==> src/rtl/tracker_config.svh <==
`ifndef TRACKER_CONFIG_SVH
`define TRACKER_CONFIG_SVH

////////////////////
// Stream and coordinate widths
////////////////////

// One CCIR656 word from the decoder chip
`define TRK_WORD_W 10

// Pixel column within a line
`define TRK_X_W 10

// Interlaced line count, both fields
`define TRK_Y_W 9

////////////////////
// Active picture window
////////////////////

// Lines before this one carry vertical blanking
`define TRK_FIRST_LINE 23

// Exclusive bound
`define TRK_LAST_LINE 503

// Left edge, skips the ragged start of each line
`define TRK_FIRST_COL 10

// Exclusive bound
`define TRK_LAST_COL 650

////////////////////
// Timing reference code
////////////////////

// First word of every SAV/EAV preamble
`define TRK_CODE_PREAMBLE_HI 10'h3ff

// Second and third preamble words
`define TRK_CODE_PREAMBLE_LO 10'h000

`endif

==> src/rtl/video_pkg.sv <==
`include "tracker_config.svh"

package video_pkg;

   ////////////////////
   // Stream words and positions
   ////////////////////

   // One stream word, also one Y, Cr or Cb component
   typedef logic [`TRK_WORD_W-1:0] sample_t;

   // Line within the interlaced frame
   typedef logic [`TRK_Y_W-1:0] line_t;

   // Pixel column within a line
   typedef logic [`TRK_X_W-1:0] col_t;

   ////////////////////
   // Decoded video
   ////////////////////

   // Co-sited pixel, chroma shared by a Y pair
   typedef struct packed {
      sample_t lum;
      sample_t cr;
      sample_t cb;
   } pixel_t;

   // Timing reference from the XY word
   typedef struct packed {
      // One-cycle strobe per XY word
      logic stb;
      // Field, set for the second field
      logic f;
      // Vertical blanking
      logic v;
      logic h;   // set for EAV, clear for SAV
   } sync_t;

   // Decoder FSM
   typedef enum logic [2:0] {
      // Hunting for 3FF
      SEARCH,
      // 3FF seen, expect first zero
      PRE_1,
      // Second zero then XY word
      PRE_2,
      // Active video, word order Cb Y Cr Y
      CB,
      Y0,
      CR,
      Y1
   } dec_state_e;

endpackage

==> src/rtl/detect_pkg.sv <==
package detect_pkg;

   ////////////////////
   // Colour detection
   ////////////////////

   // Object colour codes as seen by the tracking logic
   typedef enum logic [1:0] {
      ORANGE = 2'd0,
      PINK   = 2'd1,
      BLUE   = 2'd2,
      GREEN  = 2'd3
   } color_e;

   // Open bounds on each component
   typedef struct packed {
      video_pkg::sample_t lum_min;
      video_pkg::sample_t lum_max;
      video_pkg::sample_t cr_min;
      video_pkg::sample_t cr_max;
      video_pkg::sample_t cb_min;
      video_pkg::sample_t cb_max;
   } window_t;

   // One window per colour
   typedef struct packed {
      window_t orange;
      window_t green;
      window_t pink;
      window_t blue;
   } threshold_set_t;

   ////////////////////
   // Results
   ////////////////////

   // Matched pixel, coordinates relative to the active window
   typedef struct packed {
      color_e           color;
      video_pkg::col_t  x;
      video_pkg::line_t y;
   } report_t;

   // Classifier verdict for one pixel
   typedef struct packed {
      logic   hit;
      color_e color;
   } class_t;

endpackage

==> src/rtl/ccir656_decoder.sv <==
`include "tracker_config.svh"

module ccir656_decoder
(
   input  logic               clk,
   input  logic               reset,
   input  video_pkg::sample_t i_word,
   output video_pkg::pixel_t  o_pixel,
   output logic               o_pixel_valid,
   output video_pkg::sync_t   o_sync
);

   import video_pkg::*;

   dec_state_e state;
   // Second zero already taken in PRE_2
   logic       xy_next;

   // Word from the last edge and its role
   sample_t    word_q;
   logic       cb_stb;
   logic       cr_stb;
   logic       y_stb;
   logic       xy_stb;

   logic       is_hi;
   logic       is_lo;

   assign is_hi = (i_word == `TRK_CODE_PREAMBLE_HI);
   assign is_lo = (i_word == `TRK_CODE_PREAMBLE_LO);

   ////////////////////
   // Preamble and pixel FSM
   ////////////////////

   always_ff @(posedge clk)
   begin
      if (reset)
      begin
         state   <= SEARCH;
         xy_next <= 1'b0;
      end
      else
      begin
         xy_next <= 1'b0;
         case (state)
            SEARCH:
               if (is_hi)
                  state <= PRE_1;
            // Repeated 3FF keeps the match alive
            PRE_1:
               if (is_lo)
                  state <= PRE_2;
               else if (!is_hi)
                  state <= SEARCH;
            // H set means EAV, blanking follows
            PRE_2:
               if (xy_next)
                  state <= i_word[6] ? SEARCH : CB;
               else if (is_lo)
                  xy_next <= 1'b1;
               else
                  state <= is_hi ? PRE_1 : SEARCH;
            // 3FF inside a line starts a new code word
            CB:
               state <= is_hi ? PRE_1 : Y0;
            Y0:
               state <= is_hi ? PRE_1 : CR;
            CR:
               state <= is_hi ? PRE_1 : Y1;
            Y1:
               state <= is_hi ? PRE_1 : CB;
            default:
               state <= SEARCH;
         endcase
      end
   end

   // Tag the sampled word
   always_ff @(posedge clk)
   begin
      word_q <= i_word;
      if (reset)
      begin
         cb_stb <= 1'b0;
         cr_stb <= 1'b0;
         y_stb  <= 1'b0;
         xy_stb <= 1'b0;
      end
      else
      begin
         cb_stb <= (state == CB) && !is_hi;
         cr_stb <= (state == CR) && !is_hi;
         y_stb  <= ((state == Y0) || (state == Y1)) && !is_hi;
         xy_stb <= (state == PRE_2) && xy_next;
      end
   end

   ////////////////////
   // Output stage
   ////////////////////

   always_ff @(posedge clk)
   begin
      // Components hold until replaced, so each Y sees the latest chroma
      if (cb_stb)
         o_pixel.cb <= word_q;
      if (cr_stb)
         o_pixel.cr <= word_q;
      if (y_stb)
         o_pixel.lum <= word_q;
      // F, V, H sit in bits 8..6 of XY
      if (xy_stb)
      begin
         o_sync.f <= word_q[8];
         o_sync.v <= word_q[7];
         o_sync.h <= word_q[6];
      end
      if (reset)
      begin
         o_pixel_valid <= 1'b0;
         o_sync.stb    <= 1'b0;
      end
      else
      begin
         o_pixel_valid <= y_stb;
         o_sync.stb    <= xy_stb;
      end
   end

endmodule

==> src/rtl/raster_tracker.sv <==
`include "tracker_config.svh"

module raster_tracker
(
   input  logic             clk,
   input  logic             reset,
   input  logic             i_pixel_valid,
   input  video_pkg::sync_t i_sync,
   output logic             o_active,
   output video_pkg::col_t  o_col,
   output video_pkg::line_t o_line,
   output logic             o_frame_start
);

   import video_pkg::*;

   line_t line_cnt;
   col_t  col_cnt;
   // Cleared once a frame start fires in field 1
   logic  armed;
   logic  in_window;

   // Active picture test on the current position
   assign in_window = (line_cnt >= `TRK_FIRST_LINE) && (line_cnt < `TRK_LAST_LINE) &&
                      (col_cnt >= `TRK_FIRST_COL) && (col_cnt < `TRK_LAST_COL);

   ////////////////////
   // Position counters
   ////////////////////

   always_ff @(posedge clk)
   begin
      if (reset)
      begin
         line_cnt <= '0;
         col_cnt  <= '0;
      end
      else if (i_sync.stb)
      begin
         // Vertical interval restarts at the field's first line
         if (i_sync.v)
         begin
            line_cnt <= line_t'(i_sync.f);
            col_cnt  <= '0;
         end
         // Interlaced, so each field steps by two
         else if (i_sync.h)
         begin
            line_cnt <= line_cnt + line_t'(2);
            col_cnt  <= '0;
         end
      end
      else if (i_pixel_valid)
         col_cnt <= col_cnt + col_t'(1);
   end

   ////////////////////
   // Registered results
   ////////////////////

   always_ff @(posedge clk)
   begin
      if (reset)
      begin
         o_active      <= 1'b0;
         o_frame_start <= 1'b0;
         armed         <= 1'b1;
      end
      else
      begin
         o_active      <= i_pixel_valid && in_window;
         o_frame_start <= i_sync.stb && i_sync.v && i_sync.f && armed;
         // Field 0 code word re-arms
         if (i_sync.stb)
         begin
            if (!i_sync.f)
               armed <= 1'b1;
            else if (i_sync.v)
               armed <= 1'b0;
         end
      end
   end

   // Position of the strobed pixel, taken before the column advances
   always_ff @(posedge clk)
   begin
      if (i_pixel_valid)
      begin
         o_col  <= col_cnt;
         o_line <= line_cnt;
      end
   end

endmodule

==> src/rtl/color_classifier.sv <==
module color_classifier
(
   input  logic                       clk,
   input  logic                       reset,
   input  video_pkg::pixel_t          i_pixel,
   input  logic                       i_pixel_valid,
   input  detect_pkg::threshold_set_t i_thresholds,
   output detect_pkg::class_t         o_class
);

   import video_pkg::*;
   import detect_pkg::*;

   logic   orange_hit;
   logic   green_hit;
   logic   pink_hit;
   logic   blue_hit;
   color_e pick;

   // Strictly inside all six bounds
   function automatic logic in_window(input pixel_t px, input window_t w);
      in_window = (px.lum > w.lum_min) && (px.lum < w.lum_max) &&
                  (px.cr > w.cr_min) && (px.cr < w.cr_max) &&
                  (px.cb > w.cb_min) && (px.cb < w.cb_max);
   endfunction

   assign orange_hit = in_window(i_pixel, i_thresholds.orange);
   assign green_hit  = in_window(i_pixel, i_thresholds.green);
   assign pink_hit   = in_window(i_pixel, i_thresholds.pink);
   assign blue_hit   = in_window(i_pixel, i_thresholds.blue);

   ////////////////////
   // Priority pick
   ////////////////////

   // Orange over green over pink over blue
   always_comb
   begin
      if (orange_hit)
         pick = ORANGE;
      else if (green_hit)
         pick = GREEN;
      else if (pink_hit)
         pick = PINK;
      else
         pick = BLUE;
   end

   always_ff @(posedge clk)
   begin
      if (reset)
         o_class.hit <= 1'b0;
      else
         o_class.hit <= i_pixel_valid && (orange_hit || green_hit || pink_hit || blue_hit);
      // Colour only means something with hit
      o_class.color <= pick;
   end

endmodule

==> src/rtl/detection_reporter.sv <==
`include "tracker_config.svh"

module detection_reporter
(
   input  logic                clk,
   input  logic                reset,
   input  detect_pkg::class_t  i_class,
   input  logic                i_active,
   input  video_pkg::col_t     i_col,
   input  video_pkg::line_t    i_line,
   input  logic                i_frame_start,
   output logic                o_hit,
   output detect_pkg::report_t o_report,
   output logic                o_frame_start
);

   import video_pkg::*;
   import detect_pkg::*;

   logic    hit;
   report_t rpt;

   // Blanked or out-of-window pixels never report
   assign hit = i_class.hit && i_active;

   // Coordinates relative to the active window corner
   always_comb
   begin
      rpt.color = i_class.color;
      rpt.x     = i_col - col_t'(`TRK_FIRST_COL);
      rpt.y     = i_line - line_t'(`TRK_FIRST_LINE);
   end

   always_ff @(posedge clk)
   begin
      if (reset)
      begin
         o_hit         <= 1'b0;
         o_frame_start <= 1'b0;
      end
      else
      begin
         o_hit         <= hit;
         o_frame_start <= i_frame_start;
      end
      // Last report stays until the next hit
      if (hit)
         o_report <= rpt;
   end

endmodule

==> src/rtl/ntsc_color_tracker.sv <==
module ntsc_color_tracker
(
   input  logic                       clk,
   input  logic                       reset,
   input  video_pkg::sample_t         i_word,
   input  detect_pkg::threshold_set_t i_thresholds,
   output logic                       o_hit,
   output detect_pkg::report_t        o_report,
   output logic                       o_frame_start
);

   import video_pkg::*;
   import detect_pkg::*;

   // Decoder outputs
   pixel_t pixel;
   logic   pixel_valid;
   sync_t  sync;

   // Tracker and classifier outputs
   logic   active;
   col_t   col;
   line_t  line;
   logic   frame_start;
   class_t pix_class;

   ccir656_decoder u_decoder (
      .clk           (clk),
      .reset         (reset),
      .i_word        (i_word),
      .o_pixel       (pixel),
      .o_pixel_valid (pixel_valid),
      .o_sync        (sync)
   );

   raster_tracker u_tracker (
      .clk           (clk),
      .reset         (reset),
      .i_pixel_valid (pixel_valid),
      .i_sync        (sync),
      .o_active      (active),
      .o_col         (col),
      .o_line        (line),
      .o_frame_start (frame_start)
   );

   color_classifier u_classifier (
      .clk           (clk),
      .reset         (reset),
      .i_pixel       (pixel),
      .i_pixel_valid (pixel_valid),
      .i_thresholds  (i_thresholds),
      .o_class       (pix_class)
   );

   detection_reporter u_reporter (
      .clk           (clk),
      .reset         (reset),
      .i_class       (pix_class),
      .i_active      (active),
      .i_col         (col),
      .i_line        (line),
      .i_frame_start (frame_start),
      .o_hit         (o_hit),
      .o_report      (o_report),
      .o_frame_start (o_frame_start)
   );

endmodule

==> config.mk <==
export PLATFORM = sky130hd
export DESIGN_NAME = ntsc_color_tracker
export DESIGN_NICKNAME = d
export VERILOG_FILES = /design/src/rtl/video_pkg.sv /design/src/rtl/detect_pkg.sv /design/src/rtl/ccir656_decoder.sv /design/src/rtl/raster_tracker.sv /design/src/rtl/color_classifier.sv /design/src/rtl/detection_reporter.sv /design/src/rtl/ntsc_color_tracker.sv
export VERILOG_INCLUDE_DIRS = /design/src /design/src/rtl
export SDC_FILE = /design/constraint.sdc
export NUM_CORES = 1
export LEC_CHECK = 0
export ABC_AREA = 0
export BUFFER_PORTS_ARGS = -buffer_cell sky130_fd_sc_hd__buf_2
export CAP_MARGIN = 25
export CORE_AREA = 2 2 152 154
export DETAILED_ROUTE_END_ITERATION = 8
export DIE_AREA = 0 0 154 156
export GPL_TIMING_DRIVEN = 0
export PLACE_DENSITY_LB_ADDON = 0.12
export SLEW_MARGIN = 20
export SYNTH_ARGS = -nofsm -noshare
export SYNTH_HDL_FRONTEND = slang
export SYNTH_SLANG_ARGS = --single-unit
export TNS_END_PERCENT = 30
==> constraint.sdc <==
create_clock -name clk -period 2.9 [get_ports clk]
set_input_delay 0.145 -clock clk [delete_from_list [all_inputs] [get_ports clk]]
set_output_delay 0.145 -clock clk [all_outputs]
set_load 0.01 [all_outputs]
==> impl_metrics.toml <==
[placement]
dp.final_hpwl_um = 23900
place_inst = 1659
place.gp.congestion = 0.897
preCtsSetupSlack_ns = -0.0126
port_buffers = 273

[setup_path]
critPathTopFamily = "simple AND/OR/NAND/NOR gates"
path_cells = "ha_1, nor4_2, o31ai_1, a311oi_1, nand4_1, or4b_1, o221ai_2"
worst-path-buf-inv = 0
required_ns = 3.22
r2r_setup_slack_ns = 0.21
crit_slowest_cell = "edfxtp_1"
cp.arrival_ns = 3.01
path_class = "flip-flop to flip-flop"
timing.rr.end = "u_classifier.o_class[2]"
critPathCaptureType = "flip-flop"
cp-start-kind = "flip-flop"
cp_max_fo = 8
r2r_cells = 7
regToRegStartpoint = "u_decoder.o_pixel[29]"
max_stage_delay_ns = 0.57

[cts]
cts_root_buffer = "clkbuf_16"
htreeDepth = 4
clock_path_buffers = 2
cts_tree = "done"
cts.sinks = 120
clk_pin_slew_ns = 0.05
cts_buffers = 17
insertion_delay_ns = 0.41

[detailed_routing]
post_drt_wl_per_cell_um = 17.1
post_drt_via_cell_ratio = 5.18
drt-pass1-iter-count = 5
num_vias = 8880
drt_iter0_drc = 449
remaining_drc_errors = 0
antenna_left = 0
routed_wl_um = 29300

[finish]
layout-drive-gt1-share_pct = 22.4
nNetsFinal = 1897
stdcell_count = 1714
area_delta_synth_final_pct = 25.6

[yosys]
synth_cell_type_count = 57
synth.top_cells.by_area = "ha_1, edfxtp_1, dfxtp_1, inv_1, a21oi_1"
ys_ff_latch = 120
synth_flop_cell = "edfxtp_1"
seq_area_frac_synth_pct = 31.5
yosysWarnings = 0
synth-edff-count = 73
synth_top_area_share_pct = 29.3
synthTopCellsByCount = "inv_1, ha_1, edfxtp_1, a21oi_1"
synthesis.area_sq_um = 9940
synth.avg_cell_area_sq_um = 9.03
async_flop_share_pct = 0
synth_nets = 1586
yosysTopAreaCell = "ha_1"
syn_inst = 1101
yosys.cell_count.top_type = "inv_1"

[grt]
grt-ovfl-total = 0
grt.total_usage_pct = 24.6
antenna_found_initial = 6
first_global_vias = 8705
grt_pass1_wl_um = 45100
grt_start_max_net_pins = 24

[floorplan]
ioPinCount = 275
chipHeight_um = 156
start_util_pct = 44.4
die_x_um = 154
die_area_sq_um = 24000
num_rows = 55
core_area_sq_um = 22400

[timing]
max_freq_mhz = 371
worst_slack_ns = 0.205
fin_crit_sh_pct = 92.9
tightest_slew_ns = 0.837
setup_violations = 0
rsz0062_at_grt = "false"
slew_headroom_pct = 43.7
drv_slew = 0
holdWs_ns = 0.184
final.setup_skew_ns = 0.00921
hold_viol = 0
fin_crit_ns = 2.69

[power_and_ir_drop]
total_power_w = 0.00453
vdd_drop_max_v = 0.000431
pwr_density_cell_nw_per_um2 = 363
p_leak_nw = 6.51

[run_status]
status = "completed"

[worst_hold_path]
whs_path_depth = 2
whs_endpoint = "u_decoder.o_pixel_valid"
hold_path.class = "input port to flip-flop"
hp-start = "reset"

[flow_run]
drv_cap = 0
-- cells by family (layout without fill, tap and decap cells) --
family / Yosys count / in the layout / synth area share [%]
buf+inv: 256 / 580 / 9.67
compound gates: 207 / 207 / 13.7
flops: 120 / 120 / 31.5
other cells: 0 / 4 / 0
xor+xnor: 21 / 21 / 1.85
simple gates: 263 / 263 / 13.9
fa+ha+maj: 233 / 233 / 29.3
mux: 1 / 1 / 0.101
-- per-layer routing --
metal	vias up	GRT usage, %	wire length, um
met5	-	0	12
met2	343	40.5	13000
met1	3945	32.6	13400
li1	4543	-	-
met4	2	8.90	844
met3	47	4.25	2030
-- sequential cells by signal (all words and copies together) (netlist names), 4 cells and up --
name / cells
u_decoder.o_pixel: 30
u_reporter.o_report: 21
u_decoder.word_q: 10
u_tracker.col_cnt: 10
u_tracker.o_col: 10
u_tracker.line_cnt: 9
u_tracker.o_line: 9
u_decoder.o_sync: 4
-- power by group --
part	internal [W]	switching, W	leakage (nW)
clock network	0.00143	0.000676	0.298
registers	0.00181	0.0000126	1.05
logic	0.000298	0.000304	5.16
-- layout by cell type, fill, tap and decap left out, types with 7 or more instances in the layout --
master,n
a2111oi_0,10
a211oi_1,12
a21o_1,17
a21oi_1,57
a31oi_1,13
and3_1,8
buf_2,273
buf_4,7
clkbuf_1,8
clkbuf_16,17
dfxtp_1,47
dlygate4sd3_1,10
edfxtp_1,73
ha_1,233
inv_1,250
nand2_1,44
nand2b_1,16
nand3_1,31
nand4_1,39
nor2_1,47
nor2b_1,18
nor3_1,25
nor4_1,14
o211ai_1,10
o21a_1,9
o21ai_0,37
o31ai_1,7
xnor2_1,8
xor2_1,13
-- worst max path at each step --
stage | start | end | slack (ns) | cells after the start
2_1_floorplan | u_decoder.o_pixel[19] | u_classifier.o_class[2] | 0.58 | 8
3_3_place_gp | u_decoder.o_pixel[19] | u_classifier.o_class[2] | -0.02 | 8
3_5_place_dp | u_decoder.o_pixel[19] | u_classifier.o_class[2] | -0.01 | 8
4_1_cts | u_decoder.o_pixel[14] | u_classifier.o_class[2] | 0.03 | 8
5_1_grt | u_decoder.o_pixel[29] | u_classifier.o_class[2] | 0.02 | 8
6_report | u_decoder.o_pixel[29] | u_classifier.o_class[2] | 0.21 | 7
-- repair_timing --
| item | in CTS | in global routing |
|---|---|---|
| hold buffers | 10 | 0 |
| endpoints found under the hold margin | 10 | 0 |
| setup buffers | 2 | 5 |
| resized for setup | 0 | 3 |
| setup endpoints to repair | 1 | 3 |
-- per-stage QoR --
step                      setup TNS, ns  instance area, sq um  utilization, %
after floorplan                       0                  9940               -
after global placement          -0.0250                 11700            52.1
after detailed placement        -0.0126                 11700            52.1
after CTS                             0                 12400            55.4
after global routing                  0                 12500            55.8
final                                 0                 12500            55.8
-- cell type report --
| cell class | count | area, sq um |
|---|---|---|
| clock inverter | 9 | 120 |
| multi-input combinational | 725 | 5860 |
| antenna | 4 | 10.0 |
| tap | 285 | 357 |
| timing repair buffer | 292 | 1550 |
| buffer | 6 | 22.5 |
| inverter | 250 | 938 |
| clock buffer | 23 | 488 |
| sequential | 120 | 3130 |
| fill | 2114 | 9880 |
No activity file was read; power rests on OpenSTA's default activity.
